--- src/common/matvec_consts.svh ---
`ifndef MATVEC_CONSTS_SVH
`define MATVEC_CONSTS_SVH

// vector length, row count and fifo depth
`define MATVEC_N        8
`define MATVEC_ELEM_W   8
`define MATVEC_WORD_W   64
`define MATVEC_ADDR_W   32
`define MATVEC_ACC_W    24
`define MATVEC_B_ADDR   0

// active-low seven-segment codes
`define MATVEC_SEG_OFF  7'b1111111
`define MATVEC_SEG_0    7'b1000000
`define MATVEC_SEG_1    7'b1111001
`define MATVEC_SEG_2    7'b0100100
`define MATVEC_SEG_3    7'b0110000
`define MATVEC_SEG_4    7'b0011001
`define MATVEC_SEG_5    7'b0010010
`define MATVEC_SEG_6    7'b0000010
`define MATVEC_SEG_7    7'b1111000
`define MATVEC_SEG_8    7'b0000000
`define MATVEC_SEG_9    7'b0011000
`define MATVEC_SEG_A    7'b0001000
`define MATVEC_SEG_B    7'b0000011
`define MATVEC_SEG_C    7'b1000110
`define MATVEC_SEG_D    7'b0100001
`define MATVEC_SEG_E    7'b0000110
`define MATVEC_SEG_F    7'b0001110

`endif

--- src/common/matvec_pkg.sv ---
`default_nettype none

`include "matvec_consts.svh"

package matvec_pkg;

  // controller phases, code shown on LEDR
  typedef enum logic [2:0] {
    PH_IDLE    = 3'd0,
    PH_READ    = 3'd1,
    PH_WAIT    = 3'd2,
    PH_UNPACK  = 3'd3,
    PH_COMPUTE = 3'd4,
    PH_DONE    = 3'd5
  } phase_t;

  // memory read request
  typedef struct packed {
    logic                      rd;
    logic [`MATVEC_ADDR_W-1:0] addr;
  } mem_req_t;

  // memory read response, valid for one cycle
  typedef struct packed {
    logic                      valid;
    logic [`MATVEC_WORD_W-1:0] data;
  } mem_rsp_t;

  // bit N selects the B fifo, bits 0..N-1 the row fifos
  typedef struct packed {
    logic [`MATVEC_N:0]        we;
    logic [`MATVEC_ELEM_W-1:0] data;
  } fifo_push_t;

  typedef logic [`MATVEC_N-1:0][`MATVEC_ELEM_W-1:0] lane_bytes_t;
  typedef logic [`MATVEC_N-1:0][`MATVEC_ACC_W-1:0]  lane_acc_t;

endpackage

`default_nettype wire

--- src/loader/matvec_loader.sv ---
`timescale 1ns/100ps
`default_nettype none

`include "matvec_consts.svh"

module matvec_loader (
  input  logic                  CLOCK_50,
  input  logic                  KEY,
  output matvec_pkg::mem_req_t  mem_req,
  input  matvec_pkg::mem_rsp_t  mem_rsp,
  output matvec_pkg::fifo_push_t push,
  input  logic                  all_empty,
  output matvec_pkg::phase_t    phase
);

  import matvec_pkg::*;

  // 0 is the B word, 1..8 are rows A0..A7
  logic [3:0] word_cnt;
  logic [2:0] byte_cnt;

  // element 0 sits in the top byte
  logic [`MATVEC_N-1:0][`MATVEC_ELEM_W-1:0] word_q;

  // ========================================
  // phase FSM and read sequencing
  // ========================================
  always_ff @(posedge CLOCK_50 or negedge KEY) begin
    if (!KEY) begin
      phase    <= PH_IDLE;
      word_cnt <= '0;
      byte_cnt <= '0;
      mem_req  <= '0;
    end else begin
      mem_req.rd <= 1'b0;
      case (phase)
        PH_IDLE: begin
          word_cnt <= '0;
          phase    <= PH_READ;
        end
        PH_READ: begin
          // strobe lands one cycle after entering PH_READ
          mem_req.rd   <= 1'b1;
          mem_req.addr <= `MATVEC_ADDR_W'(`MATVEC_B_ADDR) + `MATVEC_ADDR_W'(word_cnt);
          phase        <= PH_WAIT;
        end
        PH_WAIT: begin
          if (mem_rsp.valid) begin
            byte_cnt <= '0;
            phase    <= PH_UNPACK;
          end
        end
        PH_UNPACK: begin
          byte_cnt <= byte_cnt + 3'd1;
          if (byte_cnt == 3'(`MATVEC_N - 1)) begin
            if (word_cnt == 4'(`MATVEC_N)) begin
              phase <= PH_COMPUTE;
            end else begin
              word_cnt <= word_cnt + 4'd1;
              phase    <= PH_READ;
            end
          end
        end
        PH_COMPUTE: begin
          if (all_empty) begin
            phase <= PH_DONE;
          end
        end
        PH_DONE: begin
          // held until reset
          phase <= PH_DONE;
        end
        default: begin
          phase <= PH_IDLE;
        end
      endcase
    end
  end

  // response word capture
  always_ff @(posedge CLOCK_50) begin
    if (phase == PH_WAIT && mem_rsp.valid) begin
      word_q <= mem_rsp.data;
    end
  end

  // ========================================
  // byte unpack, element 0 first
  // ========================================
  always_comb begin
    push      = '0;
    push.data = word_q[3'(`MATVEC_N - 1) - byte_cnt];
    if (phase == PH_UNPACK) begin
      if (word_cnt == 4'd0) begin
        push.we[`MATVEC_N] = 1'b1;
      end else begin
        // row r lives at word r+1
        push.we[word_cnt - 4'd1] = 1'b1;
      end
    end
  end

endmodule

`default_nettype wire

--- src/design/byte_fifo.sv ---
`timescale 1ns/100ps
`default_nettype none

`include "matvec_consts.svh"

module byte_fifo #(
  parameter int DEPTH = 8
) (
  input  logic                      CLOCK_50,
  input  logic                      KEY,
  input  logic                      wr,
  input  logic [`MATVEC_ELEM_W-1:0] din,
  input  logic                      rd,
  output logic [`MATVEC_ELEM_W-1:0] dout,
  output logic                      empty,
  output logic                      full
);

  localparam int PTR_W = $clog2(DEPTH);

  logic [`MATVEC_ELEM_W-1:0] mem [DEPTH];
  logic [PTR_W-1:0]          wr_ptr;
  logic [PTR_W-1:0]          rd_ptr;
  logic [PTR_W:0]            count;
  logic                      do_wr;
  logic                      do_rd;

  assign do_wr = wr && !full;
  assign do_rd = rd && !empty;

  // pointers wrap on their own for power-of-two depth
  always_ff @(posedge CLOCK_50 or negedge KEY) begin
    if (!KEY) begin
      wr_ptr <= '0;
      rd_ptr <= '0;
      count  <= '0;
    end else begin
      if (do_wr) wr_ptr <= wr_ptr + PTR_W'(1);
      if (do_rd) rd_ptr <= rd_ptr + PTR_W'(1);
      case ({do_wr, do_rd})
        2'b10:   count <= count + (PTR_W+1)'(1);
        2'b01:   count <= count - (PTR_W+1)'(1);
        default: count <= count;
      endcase
    end
  end

  always_ff @(posedge CLOCK_50) begin
    if (do_wr) mem[wr_ptr] <= din;
  end

  // show-ahead head byte always visible
  assign dout  = mem[rd_ptr];
  assign empty = (count == '0);
  assign full  = (count == DEPTH[PTR_W:0]);

endmodule

`default_nettype wire

--- src/mac/mac_array.sv ---
`timescale 1ns/100ps
`default_nettype none

`include "matvec_consts.svh"

module mac_array (
  input  logic                      CLOCK_50,
  input  logic                      KEY,
  input  matvec_pkg::phase_t        phase,
  input  matvec_pkg::lane_bytes_t   a_head,
  input  logic [`MATVEC_ELEM_W-1:0] b_head,
  input  logic [`MATVEC_N-1:0]      a_empty,
  input  logic                      b_empty,
  output logic                      pop,
  output logic                      all_empty,
  output matvec_pkg::lane_acc_t     acc
);

  import matvec_pkg::*;

  logic in_compute_q;
  logic first_cycle;
  logic lanes_ready;

  // ========================================
  // compute sequencing
  // ========================================
  always_ff @(posedge CLOCK_50 or negedge KEY) begin
    if (!KEY) begin
      in_compute_q <= 1'b0;
    end else begin
      in_compute_q <= (phase == PH_COMPUTE);
    end
  end

  // first compute cycle clears and does not pop
  assign first_cycle = (phase == PH_COMPUTE) && !in_compute_q;

  assign lanes_ready = !b_empty && !(|a_empty);
  assign pop         = (phase == PH_COMPUTE) && !first_cycle && lanes_ready;
  assign all_empty   = b_empty && (&a_empty);

  // ========================================
  // MAC lanes
  // ========================================
  for (genvar g = 0; g < `MATVEC_N; g++) begin : g_lane
    logic [2*`MATVEC_ELEM_W-1:0] prod;
    logic [`MATVEC_ACC_W-1:0]    sum;

    // 8 unsigned terms of 255*255 fit in 24 bits
    assign prod = (2*`MATVEC_ELEM_W)'(a_head[g]) * (2*`MATVEC_ELEM_W)'(b_head);

    always_ff @(posedge CLOCK_50) begin
      if (first_cycle) begin
        sum <= '0;
      end else if (pop) begin
        sum <= sum + `MATVEC_ACC_W'(prod);
      end
    end

    assign acc[g] = sum;
  end

endmodule

`default_nettype wire

--- src/design/hex_display.sv ---
`timescale 1ns/100ps
`default_nettype none

`include "matvec_consts.svh"

module hex_display (
  input  matvec_pkg::phase_t    phase,
  input  logic [9:0]            SW,
  input  matvec_pkg::lane_acc_t acc,
  output logic [6:0]            HEX0,
  output logic [6:0]            HEX1,
  output logic [6:0]            HEX2,
  output logic [6:0]            HEX3,
  output logic [6:0]            HEX4,
  output logic [6:0]            HEX5
);

  import matvec_pkg::*;

  logic [`MATVEC_ACC_W-1:0] sel_acc;
  logic                     show;

  function automatic logic [6:0] seg_decode(input logic [3:0] nib);
    case (nib)
      4'h0:    seg_decode = `MATVEC_SEG_0;
      4'h1:    seg_decode = `MATVEC_SEG_1;
      4'h2:    seg_decode = `MATVEC_SEG_2;
      4'h3:    seg_decode = `MATVEC_SEG_3;
      4'h4:    seg_decode = `MATVEC_SEG_4;
      4'h5:    seg_decode = `MATVEC_SEG_5;
      4'h6:    seg_decode = `MATVEC_SEG_6;
      4'h7:    seg_decode = `MATVEC_SEG_7;
      4'h8:    seg_decode = `MATVEC_SEG_8;
      4'h9:    seg_decode = `MATVEC_SEG_9;
      4'ha:    seg_decode = `MATVEC_SEG_A;
      4'hb:    seg_decode = `MATVEC_SEG_B;
      4'hc:    seg_decode = `MATVEC_SEG_C;
      4'hd:    seg_decode = `MATVEC_SEG_D;
      4'he:    seg_decode = `MATVEC_SEG_E;
      default: seg_decode = `MATVEC_SEG_F;
    endcase
  endfunction

  // row select from SW[3:1]
  assign sel_acc = acc[SW[3:1]];
  assign show    = (phase == PH_DONE) && SW[0];

  // HEX0 is the low nibble
  assign HEX0 = show ? seg_decode(sel_acc[3:0])   : `MATVEC_SEG_OFF;
  assign HEX1 = show ? seg_decode(sel_acc[7:4])   : `MATVEC_SEG_OFF;
  assign HEX2 = show ? seg_decode(sel_acc[11:8])  : `MATVEC_SEG_OFF;
  assign HEX3 = show ? seg_decode(sel_acc[15:12]) : `MATVEC_SEG_OFF;
  assign HEX4 = show ? seg_decode(sel_acc[19:16]) : `MATVEC_SEG_OFF;
  assign HEX5 = show ? seg_decode(sel_acc[23:20]) : `MATVEC_SEG_OFF;

endmodule

`default_nettype wire

--- src/design/matvec_top.sv ---
`timescale 1ns/100ps
`default_nettype none

`include "matvec_consts.svh"

module matvec_top (
  input  logic                 CLOCK_50,
  input  logic                 KEY,
  input  logic [9:0]           SW,
  output logic [9:0]           LEDR,
  output logic [6:0]           HEX0,
  output logic [6:0]           HEX1,
  output logic [6:0]           HEX2,
  output logic [6:0]           HEX3,
  output logic [6:0]           HEX4,
  output logic [6:0]           HEX5,
  output matvec_pkg::mem_req_t mem_req,
  input  matvec_pkg::mem_rsp_t mem_rsp
);

  import matvec_pkg::*;

  phase_t     phase;
  fifo_push_t push;
  logic       pop;
  logic       all_empty;
  lane_acc_t  acc;

  // index N is the B fifo
  logic [`MATVEC_N:0][`MATVEC_ELEM_W-1:0] fifo_dout;
  logic [`MATVEC_N:0]                     fifo_empty;
  logic [`MATVEC_N:0]                     fifo_full;

  matvec_loader matvec_loader_inst (
    .CLOCK_50  (CLOCK_50),
    .KEY       (KEY),
    .mem_req   (mem_req),
    .mem_rsp   (mem_rsp),
    .push      (push),
    .all_empty (all_empty),
    .phase     (phase)
  );

  // ========================================
  // byte fifos, one shared pop
  // ========================================
  for (genvar i = 0; i <= `MATVEC_N; i++) begin : g_fifo
    byte_fifo #(
      .DEPTH (`MATVEC_N)
    ) byte_fifo_inst (
      .CLOCK_50 (CLOCK_50),
      .KEY      (KEY),
      .wr       (push.we[i]),
      .din      (push.data),
      .rd       (pop),
      .dout     (fifo_dout[i]),
      .empty    (fifo_empty[i]),
      .full     (fifo_full[i])
    );
  end

  mac_array mac_array_inst (
    .CLOCK_50  (CLOCK_50),
    .KEY       (KEY),
    .phase     (phase),
    .a_head    (fifo_dout[`MATVEC_N-1:0]),
    .b_head    (fifo_dout[`MATVEC_N]),
    .a_empty   (fifo_empty[`MATVEC_N-1:0]),
    .b_empty   (fifo_empty[`MATVEC_N]),
    .pop       (pop),
    .all_empty (all_empty),
    .acc       (acc)
  );

  hex_display hex_display_inst (
    .phase (phase),
    .SW    (SW),
    .acc   (acc),
    .HEX0  (HEX0),
    .HEX1  (HEX1),
    .HEX2  (HEX2),
    .HEX3  (HEX3),
    .HEX4  (HEX4),
    .HEX5  (HEX5)
  );

  // phase code on the low LEDs
  assign LEDR = {7'd0, phase};

endmodule

`default_nettype wire

--- config.mk ---
export PLATFORM = sky130hd
export DESIGN_NAME = matvec_top
export DESIGN_NICKNAME = d
export VERILOG_FILES = /design/src/common/matvec_pkg.sv /design/src/loader/matvec_loader.sv /design/src/design/byte_fifo.sv /design/src/mac/mac_array.sv /design/src/design/hex_display.sv /design/src/design/matvec_top.sv
export VERILOG_INCLUDE_DIRS = /design/src /design/src/common
export SDC_FILE = /design/constraint.sdc
export NUM_CORES = 2
export LEC_CHECK = 0
export ABC_AREA = 1
export BUFFER_PORTS_ARGS = -buffer_cell sky130_fd_sc_hd__buf_2
export CAP_MARGIN = 20
export CORE_MARGIN = 2
export CORE_UTILIZATION = 60
export DETAILED_ROUTE_END_ITERATION = 8
export PLACE_DENSITY = 0.76
export SLEW_MARGIN = 0
export SYNTH_ARGS = -nofsm -noshare
export SYNTH_HDL_FRONTEND = slang
export SYNTH_SLANG_ARGS = --single-unit
--- constraint.sdc ---
create_clock -name CLOCK_50 -period 5.4 [get_ports CLOCK_50]
set_input_delay 1.08 -clock CLOCK_50 [delete_from_list [all_inputs] [get_ports CLOCK_50]]
set_output_delay 1.08 -clock CLOCK_50 [all_outputs]
set_load 0.01 [all_outputs]
==> flow_summary.ini <==
[power_and_ir_drop]
p_per_area_nw_per_um2 = 203
swShare = 0.222
peakVddDrop_v = 0.000310
p_int_mw = 11.8
pwr-share-clk = 0.471
switchingPower_mw = 3.37
total_power_mw = 15.1
power_frac_seq = 0.502
p_leak_nw = 34.4
combPwrFrac = 0.027

[global_routing]
grt_usage = 0.319
grt_start_max_net_pins = 137
grt-ovfl-total = 0
grt_pass1_vias = 50700
antenna_found_initial = 2
grt_pass1_wl_um = 278000

[setup_path]
cpMostUsedCell = nand2_1
worstPathMaxFanout = 7
end_kind = register
critPathRequiredTime_ps = 5990
start_kind = register
cp_num_buf_inv = 9
arrival_ps = 5990
crit_type = reg -> reg
critical_path.top_delay_family = adder cells
cpPeakStageDelay_ps = 510
slowest_stage = fa_1

[synth]
netlist_instances = 7571
avgSynthCellArea_sq_um = 8.59
synth_top_area_frac = 0.295
synthArstFlopShare = 0.113
synth_area_leader_cell = edfxtp_1
synth_seq_cells = 938
synth_edf_count = 640
ys_top_cells_by_count = nand2_1 (1,461), inv_1 (1,208), nor2_1 (1,029), edfxtp_1 (640), o21ai_0 (501)
ys.flop_type = edfxtp_1
synth_most_common_cell = nand2_1
synthTopCellsByArea = edfxtp_1 (30%), fa_1 (13%), nand2_1 (8.4%), ha_1 (7.9%), inv_1 (7.0%)
yosysSeqAreaShare = 0.395
ys_warn_count = 0
synth_area_sq_um = 65100
yosysUniqueCellTypes = 51

[sta]
fin_ws_ps = -0.771
finalHoldViolations = 0
rsz0062_at_grt = true
hold_slack_ps = 454
slew_violations = 0
fmax_mhz = 185
timing.final.crit_share = 1.00
fin_worst_skew_ps = 27.8
period_minus_slack_ps = 5400
tns_ps = -0.771
finalSetupViolCount = 1
tightest_slew_ps = 1070
relSlewSlack = 0.281

[cts]
htreeDepth = 3
root_buffer = clkbuf_16
path_clk_slew_ps = 60
numCtsBuffers = 100
clk_path_buf_depth = 3
cts_tree = built
hold_buffers = 0
clock_sinks = 938
clock_latency_ps = 710

[detailed_routing]
wl_met2_um = 81100
first_pass_iters = 6
route.met3.wl_um = 18200
drt.antenna.violating_nets = 0
vias_per_cell = 5.70
initialDrtViolationCount = 5904
route.detailed.drc = 0
highest_layer = met4
vias = 53600
wire_per_inst_um = 19.4
wl_um = 183000
wl_met1_um = 75700

[hold_path]
hold_path.class = in -> async

[die]
rows = 120
die_height_um = 333
die_x_um = 333
initial_core_util = 0.606
dieArea_sq_um = 111000
coreArea_sq_um = 107000
pin_count = 162

[place]
gp_congestion = 0.972
port_buffers = 120
post-place-ws_ps = -167
postPlaceCellArea_sq_um = 68900
hpwl_um = 127000
placed_cells = 9143

[cells_and_area]
multi_input_area_sq_um = 34800
layout-drive-gt1-share = 0.133
area_growth_pct = 14.8
fin_util = 0.696
stdcell_count = 9415
final_nets = 8821
seqCellArea_sq_um = 25700
fillCellCount = 8055
fin_area_sq_um = 74700

[status]
status = complete, but fails checks
violations = negative setup slack

[run]
cap_viol_max_count = 0
[registers in the layout (all words and copies together), names as in the netlist]
name / cells
g_fifo.byte_fifo_inst.rd_ptr: 27
mac_array_inst.in_compute_q: 1
g_fifo.byte_fifo_inst.mem: 576
matvec_loader_inst.byte_cnt: 3
g_fifo.byte_fifo_inst.wr_ptr: 27
matvec_loader_inst.phase: 3
matvec_loader_inst.word_cnt: 4
mac_array_inst.g_lane.sum: 192
matvec_loader_inst.mem_req: 5
matvec_loader_inst.word_q: 64
g_fifo.byte_fifo_inst.count: 36
[final timing paths]
kind / from / to / slack [ps] / cells after the start
worst max-delay path: g_fifo[8].byte_fifo_inst.rd_ptr[0]$_DFFE_PN0P_ / mac_array_inst.g_lane[6].sum[17]$_SDFFE_PP0P_ / -0.8 / 28
worst min-delay path: KEY / g_fifo[0].byte_fifo_inst.wr_ptr[0]$_DFFE_PN0P_ / 450 / 1
worst max register to register: g_fifo[8].byte_fifo_inst.rd_ptr[0]$_DFFE_PN0P_ / mac_array_inst.g_lane[6].sum[17]$_SDFFE_PP0P_ / -0.8 / 28
worst min register to register: mac_array_inst.g_lane[6].sum[9]$_SDFFE_PP0P_ / mac_array_inst.g_lane[6].sum[9]$_SDFFE_PP0P_ / 470 / 2
max in group asynchronous: KEY / g_fifo[8].byte_fifo_inst.rd_ptr[1]$_DFFE_PN0P_ / 4020 / 2
min in group CLOCK_50: mac_array_inst.g_lane[6].sum[9]$_SDFFE_PP0P_ / mac_array_inst.g_lane[6].sum[9]$_SDFFE_PP0P_ / 470 / 2
[layout make-up]
class | instances | share of cell area
Antenna cell | 1 | 0.0000335
Clock buffer | 127 | 0.0354
Clock inverter | 62 | 0.00978
Inverter | 1232 | 0.0622
Multi-Input combinational cell | 5132 | 0.466
Sequential cell | 938 | 0.344
Tap cell | 1403 | 0.0235
Timing Repair Buffer | 520 | 0.0586
[layout by cell type (no fill, tap or decap), types with 14 or more instances in the layout]
cell / count
xnor2_1: 44
ha_2: 14
nor2_1: 999
o32ai_2: 16
buf_12: 47
a21oi_1: 311
a21oi_2: 24
clkbuf_1: 23
nor3_1: 79
fa_2: 19
mux2i_1: 66
nand3_1: 337
nand2_2: 87
edfxtp_1: 640
inv_1: 1184
nor4_1: 27
o21ai_2: 16
buf_4: 315
buf_2: 131
clkinv_2: 18
dfrtp_1: 100
o21ai_0: 454
dfxtp_1: 192
nand3_2: 35
clkbuf_16: 106
ha_1: 364
o211ai_1: 23
nand2_1: 1373
o21ai_1: 60
fa_1: 390
o32ai_1: 53
nor2_2: 33
inv_2: 40
xor2_1: 75
ha_4: 33
conb_1: 35
o22ai_1: 74
[metal layers]
layer,vias up,GRT usage
li1,25100,-
met1,25500,0.456
met2,2675,0.486
met3,433,0.0569
met4,0,0.122
met5,-,0
[power by group through the flow]
stage	logic, mW	registers [mW]	clock network, mW
CTS	0.408	7.60	7.18
floorplan	0.257	7.75	0
finish	0.414	7.60	7.12
detailed placement	0.407	7.75	0
global placement	0.400	7.75	0
global route	0.459	7.59	7.47
[logic make-up (layout without fill, tap and decap cells)]
logic type      count (synthesis)  in the layout  share of synthesized area
compound gates               1069           1071                     0.0910
mux                            72             72                     0.0111
xor+xnor                      120            120                     0.0162
buf+inv                      1537           1941                     0.0955
flops                         938            938                      0.395
fa+ha+maj                     820            820                      0.205
simple gates                 3014           3014                      0.186
other cells                     1             36                  0.0000576
[timing repair]
action,CTS,global route
gates resized for setup,27,390
buffers inserted,5,45
endpoints found under the setup margin,125,140
cloned,5,6
pin swaps,3,60
No activity file was read; power rests on OpenSTA's default activity.
